===== src/source/gpio_pkg.sv =====
package gpio_pkg;

   // ####################
   // Widths
   // ####################

   localparam int AW = 32;                       // Mesh address and data width
   localparam int PW = 2*AW + 40;                // Packet width (104)

   typedef logic [AW-1:0] addr_t;                // Mesh address
   typedef logic [AW-1:0] data_t;                // Data word
   typedef logic [PW-1:0] packet_t;              // Full mesh packet

   // ####################
   // Packet fields
   // ####################

   localparam int WRITE_BIT = 0;                 // 1 = write, 0 = read
   localparam int DMODE_LSB = 1;                 // Datamode
   localparam int DMODE_MSB = 2;
   localparam int CMODE_LSB = 3;                 // Ctrlmode
   localparam int CMODE_MSB = 7;
   localparam int DST_LSB   = 8;                 // Destination address
   localparam int DST_MSB   = 39;
   localparam int DATA_LSB  = 40;                // Write data or read payload
   localparam int DATA_MSB  = 71;
   localparam int SRC_LSB   = 72;                // Return address for reads
   localparam int SRC_MSB   = 103;

   // ####################
   // Register map
   // ####################

   // Compared against dstaddr[6:3]
   localparam logic [3:0] REG_DIR     = 4'd0;    // Pin direction (1 = output)
   localparam logic [3:0] REG_IN      = 4'd1;    // Synchronized pin inputs
   localparam logic [3:0] REG_OUT     = 4'd2;    // Output data
   localparam logic [3:0] REG_OUTCLR  = 4'd3;    // Clear bits in output
   localparam logic [3:0] REG_OUTSET  = 4'd4;    // Set bits in output
   localparam logic [3:0] REG_OUTXOR  = 4'd5;    // Toggle bits in output
   localparam logic [3:0] REG_IMASK   = 4'd6;    // Interrupt mask (1 = masked)
   localparam logic [3:0] REG_ITYPE   = 4'd7;    // 0 = edge, 1 = level
   localparam logic [3:0] REG_IPOL    = 4'd8;    // 0 = falling/low, 1 = rising/high
   localparam logic [3:0] REG_ILAT    = 4'd9;    // Interrupt latch
   localparam logic [3:0] REG_ILATCLR = 4'd10;   // Write ones to clear latch bits

endpackage


===== src/source/gpio_regs.sv =====
`timescale 1ns/100ps

module gpio_regs #(
   parameter int N = 24                          // Pin count up to 32
) (
   input  logic                clk,
   input  logic                nreset,
   input  logic                take,             // Request accepted at this edge
   input  gpio_pkg::packet_t   packet_in,
   input  logic [N-1:0]        gpio_in_sync,     // Pins after synchronizer
   input  logic [N-1:0]        gpio_ilat,        // Interrupt latch for readback
   output logic [N-1:0]        gpio_dir,
   output logic [N-1:0]        gpio_out,
   output logic [N-1:0]        gpio_imask,
   output logic [N-1:0]        gpio_itype,
   output logic [N-1:0]        gpio_ipol,
   output logic [N-1:0]        ilat_clr,         // One-cycle clear mask
   output gpio_pkg::data_t     read_data         // Payload for the response
);

   logic              write_in;
   gpio_pkg::addr_t   dstaddr_in;
   gpio_pkg::data_t   data_in;
   logic [3:0]        reg_sel;
   logic [N-1:0]      reg_wdata;
   logic              reg_write;
   logic              reg_read;
   logic              dir_write;
   logic              out_write;
   logic              outclr_write;
   logic              outset_write;
   logic              outxor_write;
   logic              imask_write;
   logic              itype_write;
   logic              ipol_write;
   logic              ilatclr_write;
   logic              out_reg_write;
   logic [N-1:0]      out_next;
   gpio_pkg::data_t   rd_mux;

   // ####################
   // Decode
   // ####################

   assign write_in   = packet_in[gpio_pkg::WRITE_BIT];
   assign dstaddr_in = packet_in[gpio_pkg::DST_MSB:gpio_pkg::DST_LSB];
   assign data_in    = packet_in[gpio_pkg::DATA_MSB:gpio_pkg::DATA_LSB];

   assign reg_sel    = dstaddr_in[6:3];          // Word offset within block
   assign reg_wdata  = data_in[N-1:0];           // Upper data bits ignored
   assign reg_write  = take & write_in;
   assign reg_read   = take & ~write_in;

   // One strobe per register offset
   assign dir_write     = reg_write & (reg_sel == gpio_pkg::REG_DIR);
   assign out_write     = reg_write & (reg_sel == gpio_pkg::REG_OUT);
   assign outclr_write  = reg_write & (reg_sel == gpio_pkg::REG_OUTCLR);
   assign outset_write  = reg_write & (reg_sel == gpio_pkg::REG_OUTSET);
   assign outxor_write  = reg_write & (reg_sel == gpio_pkg::REG_OUTXOR);
   assign imask_write   = reg_write & (reg_sel == gpio_pkg::REG_IMASK);
   assign itype_write   = reg_write & (reg_sel == gpio_pkg::REG_ITYPE);
   assign ipol_write    = reg_write & (reg_sel == gpio_pkg::REG_IPOL);
   assign ilatclr_write = reg_write & (reg_sel == gpio_pkg::REG_ILATCLR);

   assign out_reg_write = out_write | outclr_write | outset_write | outxor_write;

   // Latch clear goes straight to the irq block
   assign ilat_clr = ilatclr_write ? reg_wdata : '0;

   // ####################
   // Output register
   // ####################

   always_comb begin
      out_next = reg_wdata;                      // Plain write
      if (outclr_write) begin
         out_next = gpio_out & ~reg_wdata;       // Clear where data is 1
      end else if (outset_write) begin
         out_next = gpio_out | reg_wdata;        // Set where data is 1
      end else if (outxor_write) begin
         out_next = gpio_out ^ reg_wdata;        // Toggle where data is 1
      end
   end

   // ####################
   // Control registers
   // ####################

   always_ff @(posedge clk or negedge nreset) begin
      if (!nreset) begin
         gpio_dir   <= '0;                       // All pins input
         gpio_out   <= '0;
         gpio_imask <= '1;                       // Interrupts off until unmasked
         gpio_itype <= '0;                       // Edge mode
         gpio_ipol  <= '0;
      end else begin
         if (dir_write) begin
            gpio_dir <= reg_wdata;
         end
         if (out_reg_write) begin
            gpio_out <= out_next;
         end
         if (imask_write) begin
            gpio_imask <= reg_wdata;
         end
         if (itype_write) begin
            gpio_itype <= reg_wdata;
         end
         if (ipol_write) begin
            gpio_ipol <= reg_wdata;
         end
      end
   end

   // ####################
   // Readback
   // ####################

   always_comb begin
      rd_mux = '0;                               // Bits above N read zero
      case (reg_sel)
         gpio_pkg::REG_IN:   rd_mux[N-1:0] = gpio_in_sync;
         gpio_pkg::REG_ILAT: rd_mux[N-1:0] = gpio_ilat;
         gpio_pkg::REG_DIR:  rd_mux[N-1:0] = gpio_dir;
         gpio_pkg::REG_OUT:  rd_mux[N-1:0] = gpio_out;
         default:            rd_mux[N-1:0] = '0;  // Write-only or unused
      endcase
   end

   // Captured at the take edge and held until the next taken read
   always_ff @(posedge clk) begin
      if (reg_read) begin
         read_data <= rd_mux;
      end
   end

endmodule


===== src/source/gpio_irq.sv =====
`timescale 1ns/100ps

module gpio_irq #(
   parameter int N = 24                          // Pin count, at most 32
) (
   input  logic           clk,
   input  logic           nreset,
   input  logic [N-1:0]   gpio_in,               // Raw pins, asynchronous
   input  logic [N-1:0]   gpio_imask,            // 1 blocks the latch
   input  logic [N-1:0]   gpio_itype,            // 0 = edge, 1 = level
   input  logic [N-1:0]   gpio_ipol,             // 1 = rising or high
   input  logic [N-1:0]   ilat_clr,              // From ILATCLR write
   output logic [N-1:0]   gpio_in_sync,
   output logic [N-1:0]   gpio_ilat,
   output logic           gpio_irq
);

   logic [N-1:0] sync_q1;                        // First synchronizer stage
   logic [N-1:0] gpio_in_old;                    // Synced value one cycle back
   logic [N-1:0] rising_edge;
   logic [N-1:0] falling_edge;
   logic [N-1:0] irq_event;

   // ####################
   // Input synchronizer
   // ####################

   always_ff @(posedge clk or negedge nreset) begin
      if (!nreset) begin
         sync_q1      <= '0;
         gpio_in_sync <= '0;
         gpio_in_old  <= '0;
      end else begin
         sync_q1      <= gpio_in;                // Two flops to settle metastability
         gpio_in_sync <= sync_q1;
         gpio_in_old  <= gpio_in_sync;           // For edge detect
      end
   end

   assign rising_edge  =  gpio_in_sync & ~gpio_in_old;
   assign falling_edge = ~gpio_in_sync &  gpio_in_old;

   // ####################
   // Event select
   // ####################

   // Per bit, type picks edge or level and polarity picks the sense
   assign irq_event = (rising_edge   & ~gpio_itype &  gpio_ipol) |
                      (falling_edge  & ~gpio_itype & ~gpio_ipol) |
                      (gpio_in_sync  &  gpio_itype &  gpio_ipol) |
                      (~gpio_in_sync &  gpio_itype & ~gpio_ipol);

   // ####################
   // Interrupt latch
   // ####################

   always_ff @(posedge clk or negedge nreset) begin
      if (!nreset) begin
         gpio_ilat <= '0;
      end else begin
         // New event wins over a clear of the same bit
         gpio_ilat <= (gpio_ilat & ~ilat_clr) |
                      (irq_event & ~gpio_imask);
      end
   end

   assign gpio_irq = |gpio_ilat;                 // Any latched bit raises irq

   // Mask sampled at the same edge as the event
   a_masked_no_latch: assert property (@(posedge clk) disable iff (!nreset)
      ((gpio_ilat & ~$past(gpio_ilat) & $past(gpio_imask)) == '0));

endmodule


===== src/source/emesh_readback.sv =====
`timescale 1ns/100ps

module emesh_readback (
   input  logic                clk,
   input  logic                nreset,
   input  logic                access_in,        // Request valid from mesh
   input  gpio_pkg::packet_t   packet_in,
   input  logic                wait_in,          // Pushback on our response
   input  gpio_pkg::data_t     read_data,        // Registered readback word
   output logic                take,             // Request accepted this edge
   output logic                wait_out,         // Pushback to requester
   output logic                access_out,       // Response valid
   output gpio_pkg::packet_t   packet_out
);

   logic                                                write_in;
   logic                                                read_take;
   logic [gpio_pkg::DMODE_MSB-gpio_pkg::DMODE_LSB:0]    datamode_q;
   logic [gpio_pkg::CMODE_MSB-gpio_pkg::CMODE_LSB:0]    ctrlmode_q;
   gpio_pkg::addr_t                                     dstaddr_q;

   // ####################
   // Acceptance
   // ####################

   assign write_in  = packet_in[gpio_pkg::WRITE_BIT];
   assign take      = access_in & ~wait_out;     // Sender holds while stalled
   assign read_take = take & ~write_in;          // Only reads make a response

   // Stall requests while an undelivered response is pushed back
   assign wait_out  = access_out & wait_in;

   // ####################
   // Response valid
   // ####################

   always_ff @(posedge clk or negedge nreset) begin
      if (!nreset) begin
         access_out <= 1'b0;
      end else if (read_take) begin
         access_out <= 1'b1;                     // Valid one cycle after take
      end else if (!wait_in) begin
         access_out <= 1'b0;                     // Delivered at this edge
      end
   end

   // Header fields, loaded with the request
   always_ff @(posedge clk) begin
      if (read_take) begin
         datamode_q <= packet_in[gpio_pkg::DMODE_MSB:gpio_pkg::DMODE_LSB];
         ctrlmode_q <= packet_in[gpio_pkg::CMODE_MSB:gpio_pkg::CMODE_LSB];
         dstaddr_q  <= packet_in[gpio_pkg::SRC_MSB:gpio_pkg::SRC_LSB];  // Return path
      end
   end

   // ####################
   // Response packet
   // ####################

   always_comb begin
      packet_out = '0;                           // Srcaddr stays zero
      packet_out[gpio_pkg::WRITE_BIT] = 1'b1;    // Response is a write back
      packet_out[gpio_pkg::DMODE_MSB:gpio_pkg::DMODE_LSB] = datamode_q;
      packet_out[gpio_pkg::CMODE_MSB:gpio_pkg::CMODE_LSB] = ctrlmode_q;
      packet_out[gpio_pkg::DST_MSB:gpio_pkg::DST_LSB]     = dstaddr_q;
      packet_out[gpio_pkg::DATA_MSB:gpio_pkg::DATA_LSB]   = read_data;
   end

   // Payload comes from the register block, so a stall must freeze both sides
   a_hold_stall: assert property (@(posedge clk) disable iff (!nreset)
      (access_out && wait_in) |=> (access_out && $stable(packet_out)));

endmodule


===== src/source/gpio.sv =====
`timescale 1ns/100ps

module gpio #(
   parameter int N = 24                          // Pin count, at most 32
) (
   input  logic                clk,
   input  logic                nreset,           // Async, active low
   input  logic                access_in,        // Mesh request valid
   input  gpio_pkg::packet_t   packet_in,
   input  logic                wait_in,          // Pushback on response
   input  logic [N-1:0]        gpio_in,          // From IO pins
   output logic                wait_out,         // Pushback to mesh
   output logic                access_out,       // Response valid
   output gpio_pkg::packet_t   packet_out,
   output logic [N-1:0]        gpio_out,         // To IO pins
   output logic [N-1:0]        gpio_dir,         // 1 = drive pin
   output logic                gpio_irq          // OR of latch
);

   logic              take;
   gpio_pkg::data_t   read_data;
   logic [N-1:0]      gpio_in_sync;
   logic [N-1:0]      gpio_ilat;
   logic [N-1:0]      gpio_imask;
   logic [N-1:0]      gpio_itype;
   logic [N-1:0]      gpio_ipol;
   logic [N-1:0]      ilat_clr;

   // Register file and readback mux
   gpio_regs #(.N(N)) u_regs (
      .clk          (clk),
      .nreset       (nreset),
      .take         (take),
      .packet_in    (packet_in),
      .gpio_in_sync (gpio_in_sync),
      .gpio_ilat    (gpio_ilat),
      .gpio_dir     (gpio_dir),
      .gpio_out     (gpio_out),
      .gpio_imask   (gpio_imask),
      .gpio_itype   (gpio_itype),
      .gpio_ipol    (gpio_ipol),
      .ilat_clr     (ilat_clr),
      .read_data    (read_data)
   );

   // Pin sync and interrupt latch
   gpio_irq #(.N(N)) u_irq (
      .clk          (clk),
      .nreset       (nreset),
      .gpio_in      (gpio_in),
      .gpio_imask   (gpio_imask),
      .gpio_itype   (gpio_itype),
      .gpio_ipol    (gpio_ipol),
      .ilat_clr     (ilat_clr),
      .gpio_in_sync (gpio_in_sync),
      .gpio_ilat    (gpio_ilat),
      .gpio_irq     (gpio_irq)
   );

   // Mesh handshake and read response
   emesh_readback u_readback (
      .clk          (clk),
      .nreset       (nreset),
      .access_in    (access_in),
      .packet_in    (packet_in),
      .wait_in      (wait_in),
      .read_data    (read_data),
      .take         (take),
      .wait_out     (wait_out),
      .access_out   (access_out),
      .packet_out   (packet_out)
   );

endmodule


===== config.mk =====
export PLATFORM = sky130hd
export DESIGN_NAME = gpio
export DESIGN_NICKNAME = d
export VERILOG_FILES = /design/src/source/gpio_pkg.sv /design/src/source/gpio_regs.sv /design/src/source/gpio_irq.sv /design/src/source/emesh_readback.sv /design/src/source/gpio.sv
export SDC_FILE = /design/constraint.sdc
export NUM_CORES = 1
export LEC_CHECK = 0
export BUFFER_PORTS_ARGS = -buffer_cell sky130_fd_sc_hd__buf_2
export CAP_MARGIN = 20
export CORE_AREA = 2 2 182 149
export CTS_CLUSTER_SIZE = 20
export DETAILED_ROUTE_END_ITERATION = 16
export DIE_AREA = 0 0 184 151
export HOLD_SLACK_MARGIN = 0.08
export MAX_ROUTING_LAYER = met4
export PLACE_DENSITY = 0.74
export SLEW_MARGIN = 0
export SYNTH_ARGS = -nofsm -noshare
export SYNTH_HDL_FRONTEND = slang
export SYNTH_SLANG_ARGS = --single-unit

===== constraint.sdc =====
create_clock -name clk -period 5.1 [get_ports clk]
set_clock_uncertainty 0.2 [all_clocks]
set_input_delay 0.765 -clock clk [delete_from_list [all_inputs] [get_ports clk]]
set_output_delay 0.765 -clock clk [all_outputs]
set_load 0.01 [all_outputs]

==> impl_results.md, run 1 <==
* First-pass GRT wire length at 49.2 mm
* Yosys top cell by area: dfrtp_1
* Post-synthesis sequential area ratio at 57.5%
* Setup TNS at 0 ns
* CTS tree: done
* Post-CTS resize count at 0
* Fin crit period at 3.20 ns
* Top cells by area, synth: dfrtp_1 38%, edfxtp_1 15%, dfstp_2 4.9%
* Routed via count at 9064
* DR WL/cell at 20.1 um
* Max_slew headroom at 27.1%
* Slew @ Worst Pin at 1.09 ns
* Layout Nets at 1401
* Distinct cell type count after synthesis at 56
* First-pass detailed-route iteration total at 5
* Post-DP HPWL at 20.7 mm
* Routed Antenna Nets at 0
* Yosys reg bits at 280
* Post-Place Worst Slack at 1.67 ns
* CTS Buf Count at 28
* CTS clock-pin slew for the worst setup and hold paths at 0.06 ns
* Status: finished clean
* Maxcap violations at 0
* Via-per-instance ratio at 5.74
* Root Buffer Master: clkbuf_16
* Worst-Skew Late Latency at 0.56 ns
* DRT iter0 DRCs at 579
* Port Buffers at 209
* GR Overflow Total at 0
* Initial core utilization at 49.5%
* Avg Inst Size Synth at 12.4 um2
* H-tree Lvls at 1
* Crit Path Category: flop to output pin
* Setup ws final at 1.90 ns
* Tot GR Track Use at 23.5%
* Vias in the first global route at 8743
* Pwr per Cell Area at 385 nW/um2
* Finished Layout Cells at 1579
* Mapped Cells at 1031
* Synth Warn # at 0
* Reg2reg end: u_regs.gpio_out[19]$_DFFE_PN0P_
* Clock buffer depth at 3
* Min-delay worst type: input port to flop
* Rows at 53
* Core Area at 25900 um2
* Syn-to-layout area delta at 16.6%
* GPL Wtd Cong at 0.804
* Finish-stage setup viols at 0
* Die width at 184 um
* Largest net degree at the start of global routing at 115
* Initial antenna violation count at 6
* Setup slack, reg-to-reg at 2.10 ns
* Fin crit share at 62.7%
* Synth top area share at 37.7%
* Synth Flop Type: dfrtp_1
* Worst setup path start: u_irq.gpio_ilat[22]$_DFF_PN0_
* CP endpoint: gpio_irq
* Max-slew violations at 0
* Final wirelength at 31.8 mm
* Data arrival, critical path at 2.23 ns
* Drt drc at 0
* Share of post-route cells with drive strength above 1 at 31.6%
* Critical Path Source Type: flop
* Peak Freq at 313 MHz
* Placed cells at 1520
* # IOs at 287
* Hold path start: gpio_in[5]
* R2r startpoint: u_readback.access_out$_DFFE_PN0P_
* Full die area at 27800 um2
* Die H at 151 um
* Post-synth ARST share at 77.5%
* Worst IR drop on VDD at 287 uV
* Req. time, crit path at 4.14 ns
* RSZ-0062 raised after global routing: no
* Setup bufs post-CTS at 0
* Mapped cell area at 12800 um2
* Final Hold Viols at 0
* Crit Path Max Fanout at 3
* Leak pwr at 6.66 nW
* Hold Buf Count CTS at 0
* EDFF count, synth at 63
* Reg2reg path depth at 5
* CP endpoint kind: output pin
* Clock Sinks at 280
## cells by family (layout without fill, tap and decap cells)
| family | count (synthesis) | after routing | synth area share [%] |
|---|---|---|---|
| other cells | 2 | 47 | 0.0587 |
| fa+ha+maj | 48 | 48 | 4.69 |
| mux | 72 | 72 | 6.92 |
| flops | 280 | 280 | 57.5 |
| compound gates | 239 | 239 | 14.0 |
| buf+inv | 155 | 328 | 6.62 |
| simple gates | 235 | 235 | 10.3 |
## flip-flops by register name, indices dropped and copies added (netlist names)
register / count
u_irq.gpio_in_old: 24
u_irq.sync_q1: 24
u_regs.gpio_dir: 24
u_readback.ctrlmode_q: 5
u_regs.gpio_itype: 24
u_irq.gpio_in_sync: 24
u_readback.access_out: 1
u_readback.dstaddr_q: 32
u_irq.gpio_ilat: 24
u_regs.gpio_imask: 24
u_regs.gpio_ipol: 24
u_regs.gpio_out: 24
u_readback.datamode_q: 2
u_regs.read_data: 24
## worst max-delay path: stages (launching register included)
cell,delay (ns)
dfrtp_1,0.41
nor4_1,0.64
and4_1,0.35
nand3_1,0.11
buf_2,0.18
## layer usage
layer  GRT usage [%]  part of all wire (%)  vias up
met3            4.62                   7.4       59
met5               -                     0        -
met1            31.9                    44     4481
met2            35.6                    45      383
li1                -                     -     4141
met4            7.92                   3.0        0
## layout make-up
type,instances,area [um2]
multi-input cells,635,4790
flip-flops and latches,280,7350
repair buffers,226,1200
clock buffers,44,847
diodes,6,15.0
fillers,2121,10900
well taps,330,413
inverters,50,188
clock inverters,8,118
## where the power goes
| group | internal (W) | switching (W) |
|---|---|---|
| sequential | 0.00258 | 0.000236 |
| clock | 0.00125 | 0.000860 |
| combinational | 0.000367 | 0.000445 |
| total | 0.00420 | 0.00154 |
## layout by cell type, fill, tap and decap left out, types with 25 or more instances in the layout
cell type and instances:
nand2b_1 27, buf_2 208, dfrtp_1 193, ha_1 48
clkbuf_16 30, a22oi_1 50, nor3_1 32, conb_1 41
nor2_1 25, inv_1 49, edfxtp_1 63, a31oi_1 68
nand2_1 74, mux2_2 48
## synthesized netlist by cell type (all sizes together), types with 2 or more instances
| cell | instances |
|---|---|
| nand3b | 2 |
| nand3 | 18 |
| o2bb2ai | 24 |
| o31ai | 21 |
| mux2 | 72 |
| a22oi | 50 |
| a31oi | 68 |
| or2 | 2 |
| nand2 | 75 |
| nor2 | 29 |
| and4bb | 2 |
| dfrtp | 193 |
| edfxtp | 63 |
| nor4 | 9 |
| buf | 75 |
| o21ai | 24 |
| a2111oi | 15 |
| a211oi | 15 |
| nand2b | 27 |
| nor3 | 35 |
| and4 | 23 |
| clkbuf | 30 |
| inv | 50 |
| ha | 48 |
| conb | 2 |
| o211ai | 13 |
| o32ai | 2 |
| or4 | 8 |
| o221a | 2 |
| dfstp | 24 |
## worst min-delay path by stage
stage | to | slack [ns] | depth (start not counted)
2_1_floorplan | u_irq.gpio_in_sync[0]$_DFF_PN0_ | 0.13 | 0
4_1_cts | u_irq.sync_q1[5]$_DFF_PN0_ | 0.08 | 1
3_5_place_dp | u_irq.gpio_in_sync[22]$_DFF_PN0_ | 0.13 | 0
3_3_place_gp | u_irq.gpio_in_sync[17]$_DFF_PN0_ | 0.13 | 0
5_1_grt | u_irq.sync_q1[16]$_DFF_PN0_ | 0.09 | 1
6_report | u_irq.sync_q1[5]$_DFF_PN0_ | 0.11 | 1
## stage by stage
step / hold slack (ns) / cell area, um2 / power (W) / util, %
2_1_floorplan: 0.131 / 12900 / 0.00331 / -
3_3_place_gp: 0.133 / 13900 / 0.00361 / 53.9
3_5_place_dp: 0.135 / 13900 / 0.00366 / 53.9
4_1_cts: 0.0840 / 14900 / 0.00577 / 57.6
5_1_grt: 0.0859 / 14900 / 0.00600 / 57.7
6_report: 0.109 / 14900 / 0.00574 / 57.7
Note: power is estimated with default switching activity, not from simulation.
==> run 2: changes to the inputs <==
- ABC_AREA: unset -> 1
- CORE_AREA: 2 2 182 149 -> 2 2 181 148
- DIE_AREA: 0 0 184 151 -> 0 0 183 150
- PLACE_DENSITY: 0.74 -> 0.76
- clock period: 5.1 -> 2.8 ns (I/O delays scaled with it)
==> impl_results.md, run 2 <==
* Status: finished clean
* Leak pwr at 7.47 nW (+12%)
* CTS Buf Count at 28 (unchanged)
* Rows at 53 (unchanged)
* Synth Warn # at 0 (unchanged)
* Core Area at 25700 um2 (-0.51%)
* Initial antenna violation count at 1 (-5)
* Initial core utilization at 48.3% (-1.2 points)
* Post-DP HPWL at 20.7 mm (-0.20%)
* Largest net degree at the start of global routing at 71 (-38%)
* Fin crit share at 94.3%
* Clock buffer depth at 3 (unchanged)
* Mapped Cells at 1265 (+23%)
* Routed Antenna Nets at 0 (unchanged)
* Yosys top cell by area: dfrtp_1
* Drt drc at 0 (unchanged)
* Crit Path Category: flop to output pin
* First-pass GRT wire length at 50.2 mm (+1.9%)
* Yosys reg bits at 280 (unchanged)
* Internal at 0.00752 W (+79%)
* Finish-stage setup viols at 0 (unchanged)
* DR WL/cell at 16.5 um (-18%)
* Via-per-instance ratio at 5.16 (-10%)
* Share of post-route cells with drive strength above 1 at 21.0% (-11 points)
* Max-slew violations at 0 (unchanged)
* Power Total at 0.0105 W (+82%)
* Worst hold slack at 0.146 ns (+0.0374 ns)
* Delay-heaviest family, CP: simple AND/OR/NAND/NOR gates
* Req. time, crit path at 2.18 ns (-1.96 ns)
* Net Sw Frac at 28.1% (+1.2 points)
* Pwr per Cell Area at 669 nW/um2 (+74%)
* # IOs at 287 (unchanged)
* Most frequent cells in the layout: 253 x nand2_1, 208 x buf_2, 193 x dfrtp_1, 184 x inv_1, 133 x o21ai_0
* Delay of the slowest critical-path stage at 0.42 ns (-0.22 ns)
* Synth top area share at 38.9% (+1.2 points)
* Largest register FFs at 32 (unchanged)
* Count leader, synth: nand2_1
* GR Overflow Total at 0 (unchanged)
* Dominant cell type by count on the critical path: nand4_1
* Die H at 150 um (-0.66%)
* Max_slew headroom at 54.5% (+27 points)
* Post-synthesis sequential area ratio at 59.2% (+1.8 points)
* Placed cells at 1783 (+17%)
* CTS tree: done
* Distinct cell type count after synthesis at 32 (-43%)
* Full die area at 27500 um2 (-1.2%)
* RSZ-0062 raised after global routing: no
* Post-synth ARST share at 77.5% (unchanged)
* Peak Freq at 379 MHz
* EDFF count, synth at 63 (unchanged)
* Slowest cell on crit path: nor4_1
* Worst IR drop on VDD at 513 uV (+79%)
* CTS clock-pin slew for the worst setup and hold paths at 0.06 ns (about the same)
* Setup bufs post-CTS at 0 (unchanged)
* Worst-Skew Late Latency at 0.55 ns (about the same)
* Final wirelength at 31.7 mm (about the same)
* Mapped cell area at 12400 um2 (-3.0%)
* Maxcap violations at 0 (unchanged)
* Buf+Inv Stages, Crit Path at 2 (+1)
* Root Buffer Master: clkbuf_16
* Crit-path cells: inv_1 > nand4_1 > nor4_1 > nand4_1 > buf_2
* Comb power frac at 16.0% (+1.8 points)
* GPL Wtd Cong at 0.873 (+8.6%)
* Crit Path Max Fanout at 2 (-1)
* First-pass detailed-route iteration total at 6 (+1)
* Setup TNS at 0 ns (unchanged)
* Top cells by area, synth: dfrtp_1 39%, edfxtp_1 15%, nand2_1 7.6%
* H-tree Lvls at 1 (unchanged)
* Synth Flop Type: dfrtp_1
* Fin crit period at 2.64 ns
* Routed via count at 9943 (+9.7%)
* Avg Inst Size Synth at 9.81 um2 (-21%)
* Min-delay worst type: flop to flop
* Hold Buf Count CTS at 90 (+90)
* Final Hold Viols at 0 (unchanged)
* Slew @ Worst Pin at 0.681 ns (-0.406 ns)
* Clock Sinks at 280 (unchanged)
* Proportion of power drawn by the clock network at 35.6% (-1.1 points)
* Largest register by flop count: u_readback.dstaddr_q
* Data arrival, critical path at 2.02 ns (-0.21 ns)
* Sequential power share at 48.4% (-0.7 points)
* Vias in the first global route at 9693 (+11%)
* Synth cell count leaders: 253 x nand2_1, 193 x dfrtp_1, 184 x inv_1, 133 x o21ai_0, 78 x nor2_1
* Layout Nets at 1753 (+25%)
* Critical Path Source Type: flop
* Fill cell total of the finished layout at 2108 (-0.61%)
* CP endpoint kind: output pin
* Die width at 183 um (-0.54%)
* Tot GR Track Use at 23.7% (+0.25 points)
* Most common cell after layout, fill and taps aside: nand2_1
* Syn-to-layout area delta at 25.8%
* Port Buffers at 209 (unchanged)
* DRT iter0 DRCs at 921 (+59%)
* Psw at 0.00293 W (+90%)
* Post-CTS resize count at 0 (unchanged)
* Finished Layout Cells at 1926 (+22%)
==> run 2: path summary, 6_finish.rpt <==
kind / endpoint / slack (ns) / depth (start not counted) / start
max: gpio_irq / 0.16 / 5 / u_irq.gpio_ilat[17]$_DFF_PN0_
min: u_irq.gpio_in_sync[10]$_DFF_PN0_ / 0.15 / 0 / u_irq.sync_q1[10]$_DFF_PN0_
max reg2reg: u_regs.gpio_out[0]$_DFFE_PN0P_ / 0.62 / 9 / u_readback.access_out$_DFFE_PN0P_
min reg2reg: u_irq.gpio_in_sync[10]$_DFF_PN0_ / 0.15 / 0 / u_irq.sync_q1[10]$_DFF_PN0_
max in group asynchronous: u_regs.gpio_imask[20]$_DFFE_PN1P_ / 1.33 / 3 / nreset
min in group asynchronous: u_regs.gpio_dir[6]$_DFFE_PN0P_ / 0.24 / 2 / nreset
==> run 2: area by class of cell <==
type | count | area, um2 | area share [%]
clock inverters | 17 | 158 | 1.01
well taps | 330 | 413 | 2.64
inverters | 187 | 702 | 4.50
multi-input cells | 748 | 4000 | 25.6
repair buffers | 328 | 2220 | 14.2
flip-flops and latches | 280 | 7350 | 47.1
clock buffers | 35 | 767 | 4.91
diodes | 1 | 2.50 | 0.0160
==> run 2: power groups by stage <==
stage	clock (W)	combinational, W	sequential [W]
6_report	0.00372	0.00167	0.00506
5_1_grt	0.00395	0.00190	0.00512
4_1_cts	0.00379	0.00167	0.00505
3_3_place_gp	0	0.00149	0.00510
2_1_floorplan	0	0.000840	0.00516
3_5_place_dp	0	0.00156	0.00512
==> run 2: cell families (layout without fill, tap and decap cells) <==
logic type / Yosys count / in the layout / synth area share [%]
AO/OA/AOI/OAI: 244 / 244 / 12.0
adder cells (fa/ha/maj): 48 / 48 / 4.84
buffers and inverters: 276 / 567 / 10.1
flip-flops: 280 / 280 / 59.2
other: 2 / 42 / 0.0605
AND/OR/NAND/NOR: 415 / 415 / 13.8
==> run 2: metal layers <==
metal | vias to the layer above | track usage (%) | part of all wire (%)
li1 | 4675 | - | -
met1 | 4772 | 32.2 | 43
met2 | 443 | 37.6 | 47
met3 | 53 | 4.28 | 8.6
met4 | 0 | 5.52 | 1.8
met5 | - | - | 0
==> run 2: stage by stage <==
stage	util, %	area, um2	setup slack, ns
3_3_place_gp	53.6	13800	0.506
3_5_place_dp	53.6	13800	0.455
4_1_cts	60.7	15600	0.146
5_1_grt	60.7	15600	0.0942
2_1_floorplan	-	12600	0.588
6_report	60.7	15600	0.159
==> run 3: changes to the inputs <==
- CELL_PAD_IN_SITES_DETAIL_PLACEMENT: unset -> 1
- CELL_PAD_IN_SITES_GLOBAL_PLACEMENT: unset -> 1
- CORE_AREA: 2 2 181 148 -> 2 2 208 169
- DIE_AREA: 0 0 183 150 -> 0 0 210 171
- PLACE_DENSITY: 0.76 -> unset
- PLACE_DENSITY_LB_ADDON: unset -> 0.1
==> impl_results.md, run 3 (synthesis results as in run 2) <==
* Status: finished clean
* Reg2reg end: u_regs.gpio_out[23]$_DFFE_PN0P_
* Max_slew headroom at 65.3% (+11 points)
* Core Area at 34100 um2 (+33%)
* Buf+Inv Stages, Crit Path at 2 (unchanged)
* Min-delay worst type: flop to flop
* Drt drc at 0 (unchanged)
* CTS tree: done
* CTS Buf Count at 31 (+11%)
* Largest net degree at the start of global routing at 63 (-11%)
* H-tree Lvls at 1 (unchanged)
* R2r startpoint: u_readback.access_out$_DFFE_PN0P_
* Routed via count at 9668 (-2.8%)
* Crit Path Category: flop to output pin
* Port Buffers at 209 (unchanged)
* Delay-heaviest family, CP: simple AND/OR/NAND/NOR gates
* Fin crit share at 93.8% (-0.48 points)
* Data arrival, critical path at 2.01 ns (about the same)
* Hold path start: u_irq.sync_q1[15]$_DFF_PN0_
* GR Overflow Total at 0 (unchanged)
* GPL Wtd Cong at 0.812 (-7.0%)
* DR WL/cell at 17.8 um (+7.9%)
* Hold Crit Depth at 0 (unchanged)
* Leak pwr at 7.54 nW (+0.98%)
* # diodes at 0 (-1)
* Most frequent cells in the layout: 253 x nand2_1, 208 x buf_2, 193 x dfrtp_1, 184 x inv_1, 133 x o21ai_0
* DRT iter0 DRCs at 409 (-56%)
* Max-slew violations at 0 (unchanged)
* Die width at 210 um (+15%)
* Req. time, crit path at 2.18 ns (about the same)
* Fin util at 46.6% (-14 points)
* Full die area at 35900 um2 (+31%)
* Setup TNS at 0 ns (unchanged)
* Reg2reg path depth at 9 (unchanged)
* Routed Antenna Nets at 0 (unchanged)
* Slew @ Worst Pin at 0.519 ns (-0.162 ns)
* Crit-path cells: inv_1 > nand2_1 > nor4_1 > nand4_1 > buf_2
* Initial core utilization at 36.4% (-12 points)
* Largest register by flop count: u_readback.dstaddr_q
* Vias in the first global route at 9935 (+2.5%)
* CTS clock-pin slew for the worst setup and hold paths at 0.06 ns (about the same)
* Crit Path Max Fanout at 2 (unchanged)
* Syn-to-layout area delta at 28.0%
* Die H at 171 um (+14%)
* Finished Layout Cells at 2043 (+6.1%)
* Root Buffer Master: clkbuf_16
* Clock Sinks at 280 (unchanged)
* RSZ-0062 raised after global routing: no
* Post-DP HPWL at 24.4 mm (+18%)
* Maxcap violations at 0 (unchanged)
* Delay of the slowest critical-path stage at 0.45 ns (+0.03 ns)
* Initial antenna violation count at 0 (-1)
* Placed cells at 1897 (+6.4%)
* # IOs at 287 (unchanged)
* Via-per-instance ratio at 4.73 (-8.3%)
* Critical Path Source Type: flop
* First-pass detailed-route iteration total at 4 (-2)
* Share of post-route cells with drive strength above 1 at 21.3% (+0.28 points)
* Finish-stage setup viols at 0 (unchanged)
* CP endpoint kind: output pin
* Tot GR Track Use at 20.8% (-2.9 points)
* Worst Hold Path EP: u_irq.gpio_in_sync[15]$_DFF_PN0_
* Clock buffer depth at 3 (unchanged)
* Most common cell after layout, fill and taps aside: nand2_1
* Pwr per Cell Area at 683 nW/um2 (+2.1%)
* Peak Freq at 381 MHz (+0.51%)
* Worst-Skew Late Latency at 0.57 ns (+0.02 ns)
* Slowest cell on crit path: nor4_1
* Setup slack, reg-to-reg at 0.52 ns (-0.10 ns)
* Fin crit period at 2.63 ns (-0.0135 ns)
* Rows at 61 (+15%)
* Final Hold Viols at 0 (unchanged)
* Largest register FFs at 32 (unchanged)
* Worst IR drop on VDD at 405 uV (-21%)
* Layout Nets at 1759 (+0.34%)
* Final wirelength at 36.3 mm (+14%)
* First-pass GRT wire length at 56.2 mm (+12%)
run 3: stage by stage:
stage / area (um2) / total power (W) / hold WS (ns) / setup WS, ns
final: 15900 / 0.0109 / 0.148 / 0.173
after global routing: 15900 / 0.0115 / 0.152 / 0.0512
after CTS: 15900 / 0.0110 / 0.150 / 0.0112
after detailed placement: 14000 / 0.00673 / 0.136 / 0.418
after global placement: 14000 / 0.00667 / 0.133 / 0.463
after floorplan: 12600 / 0.00600 / -0.0756 / 0.588
run 3: cell type report:
cell class	instances	area [um2]
Tap cell	441	552
Fill cell	3867	18200
Timing Repair Buffer	331	2270
Clock buffer	44	885
Multi-Input combinational cell	748	4000
Sequential cell	280	7350
Inverter	187	702
Clock inverter	12	134
run 3: worst max path at each step:
stage | end | start | slack, ns | depth (start not counted)
2_1_floorplan | u_readback.ctrlmode_q[0]$_DFFE_PP_ | u_readback.access_out$_DFFE_PN0P_ | 0.59 | 3
3_3_place_gp | u_regs.gpio_out[23]$_DFFE_PN0P_ | wait_in | 0.46 | 10
3_5_place_dp | u_regs.gpio_out[23]$_DFFE_PN0P_ | wait_in | 0.42 | 10
4_1_cts | gpio_irq | u_irq.gpio_ilat[16]$_DFF_PN0_ | 0.01 | 5
5_1_grt | gpio_irq | u_irq.gpio_ilat[13]$_DFF_PN0_ | 0.05 | 5
6_report | gpio_irq | u_irq.gpio_ilat[13]$_DFF_PN0_ | 0.17 | 5
run 3: worst reg2reg max path: cells and delay by family (launching register included):
kind	cells	cell delay (ns)
AND/OR/NAND/NOR	8	1.33
buffers and inverters	1	0.25
flip-flops	1	0.42
run 3: repair_timing:
action | CTS | global route
hold endpoints to repair | 325 | 0
endpoints found under the setup margin | 0 | 1
setup buffers | 0 | 0
resized for setup | 0 | 1
hold buffers | 90 | 0
run 3: per-layer routing:
layer	vias up	wire [um]	track usage [%]
met5	-	0	-
met4	0	873	5.09
met3	59	1530	3.38
met2	169	16800	32.8
met1	4764	17100	28.3
li1	4676	-	-
run 3: where the power goes:
group / internal [W] / switching [W] / total [W]
Clock: 0.00245 / 0.00166 / 0.00411
Combinational: 0.000672 / 0.00100 / 0.00167
Sequential: 0.00471 / 0.000366 / 0.00508
Total: 0.00784 / 0.00303 / 0.0109
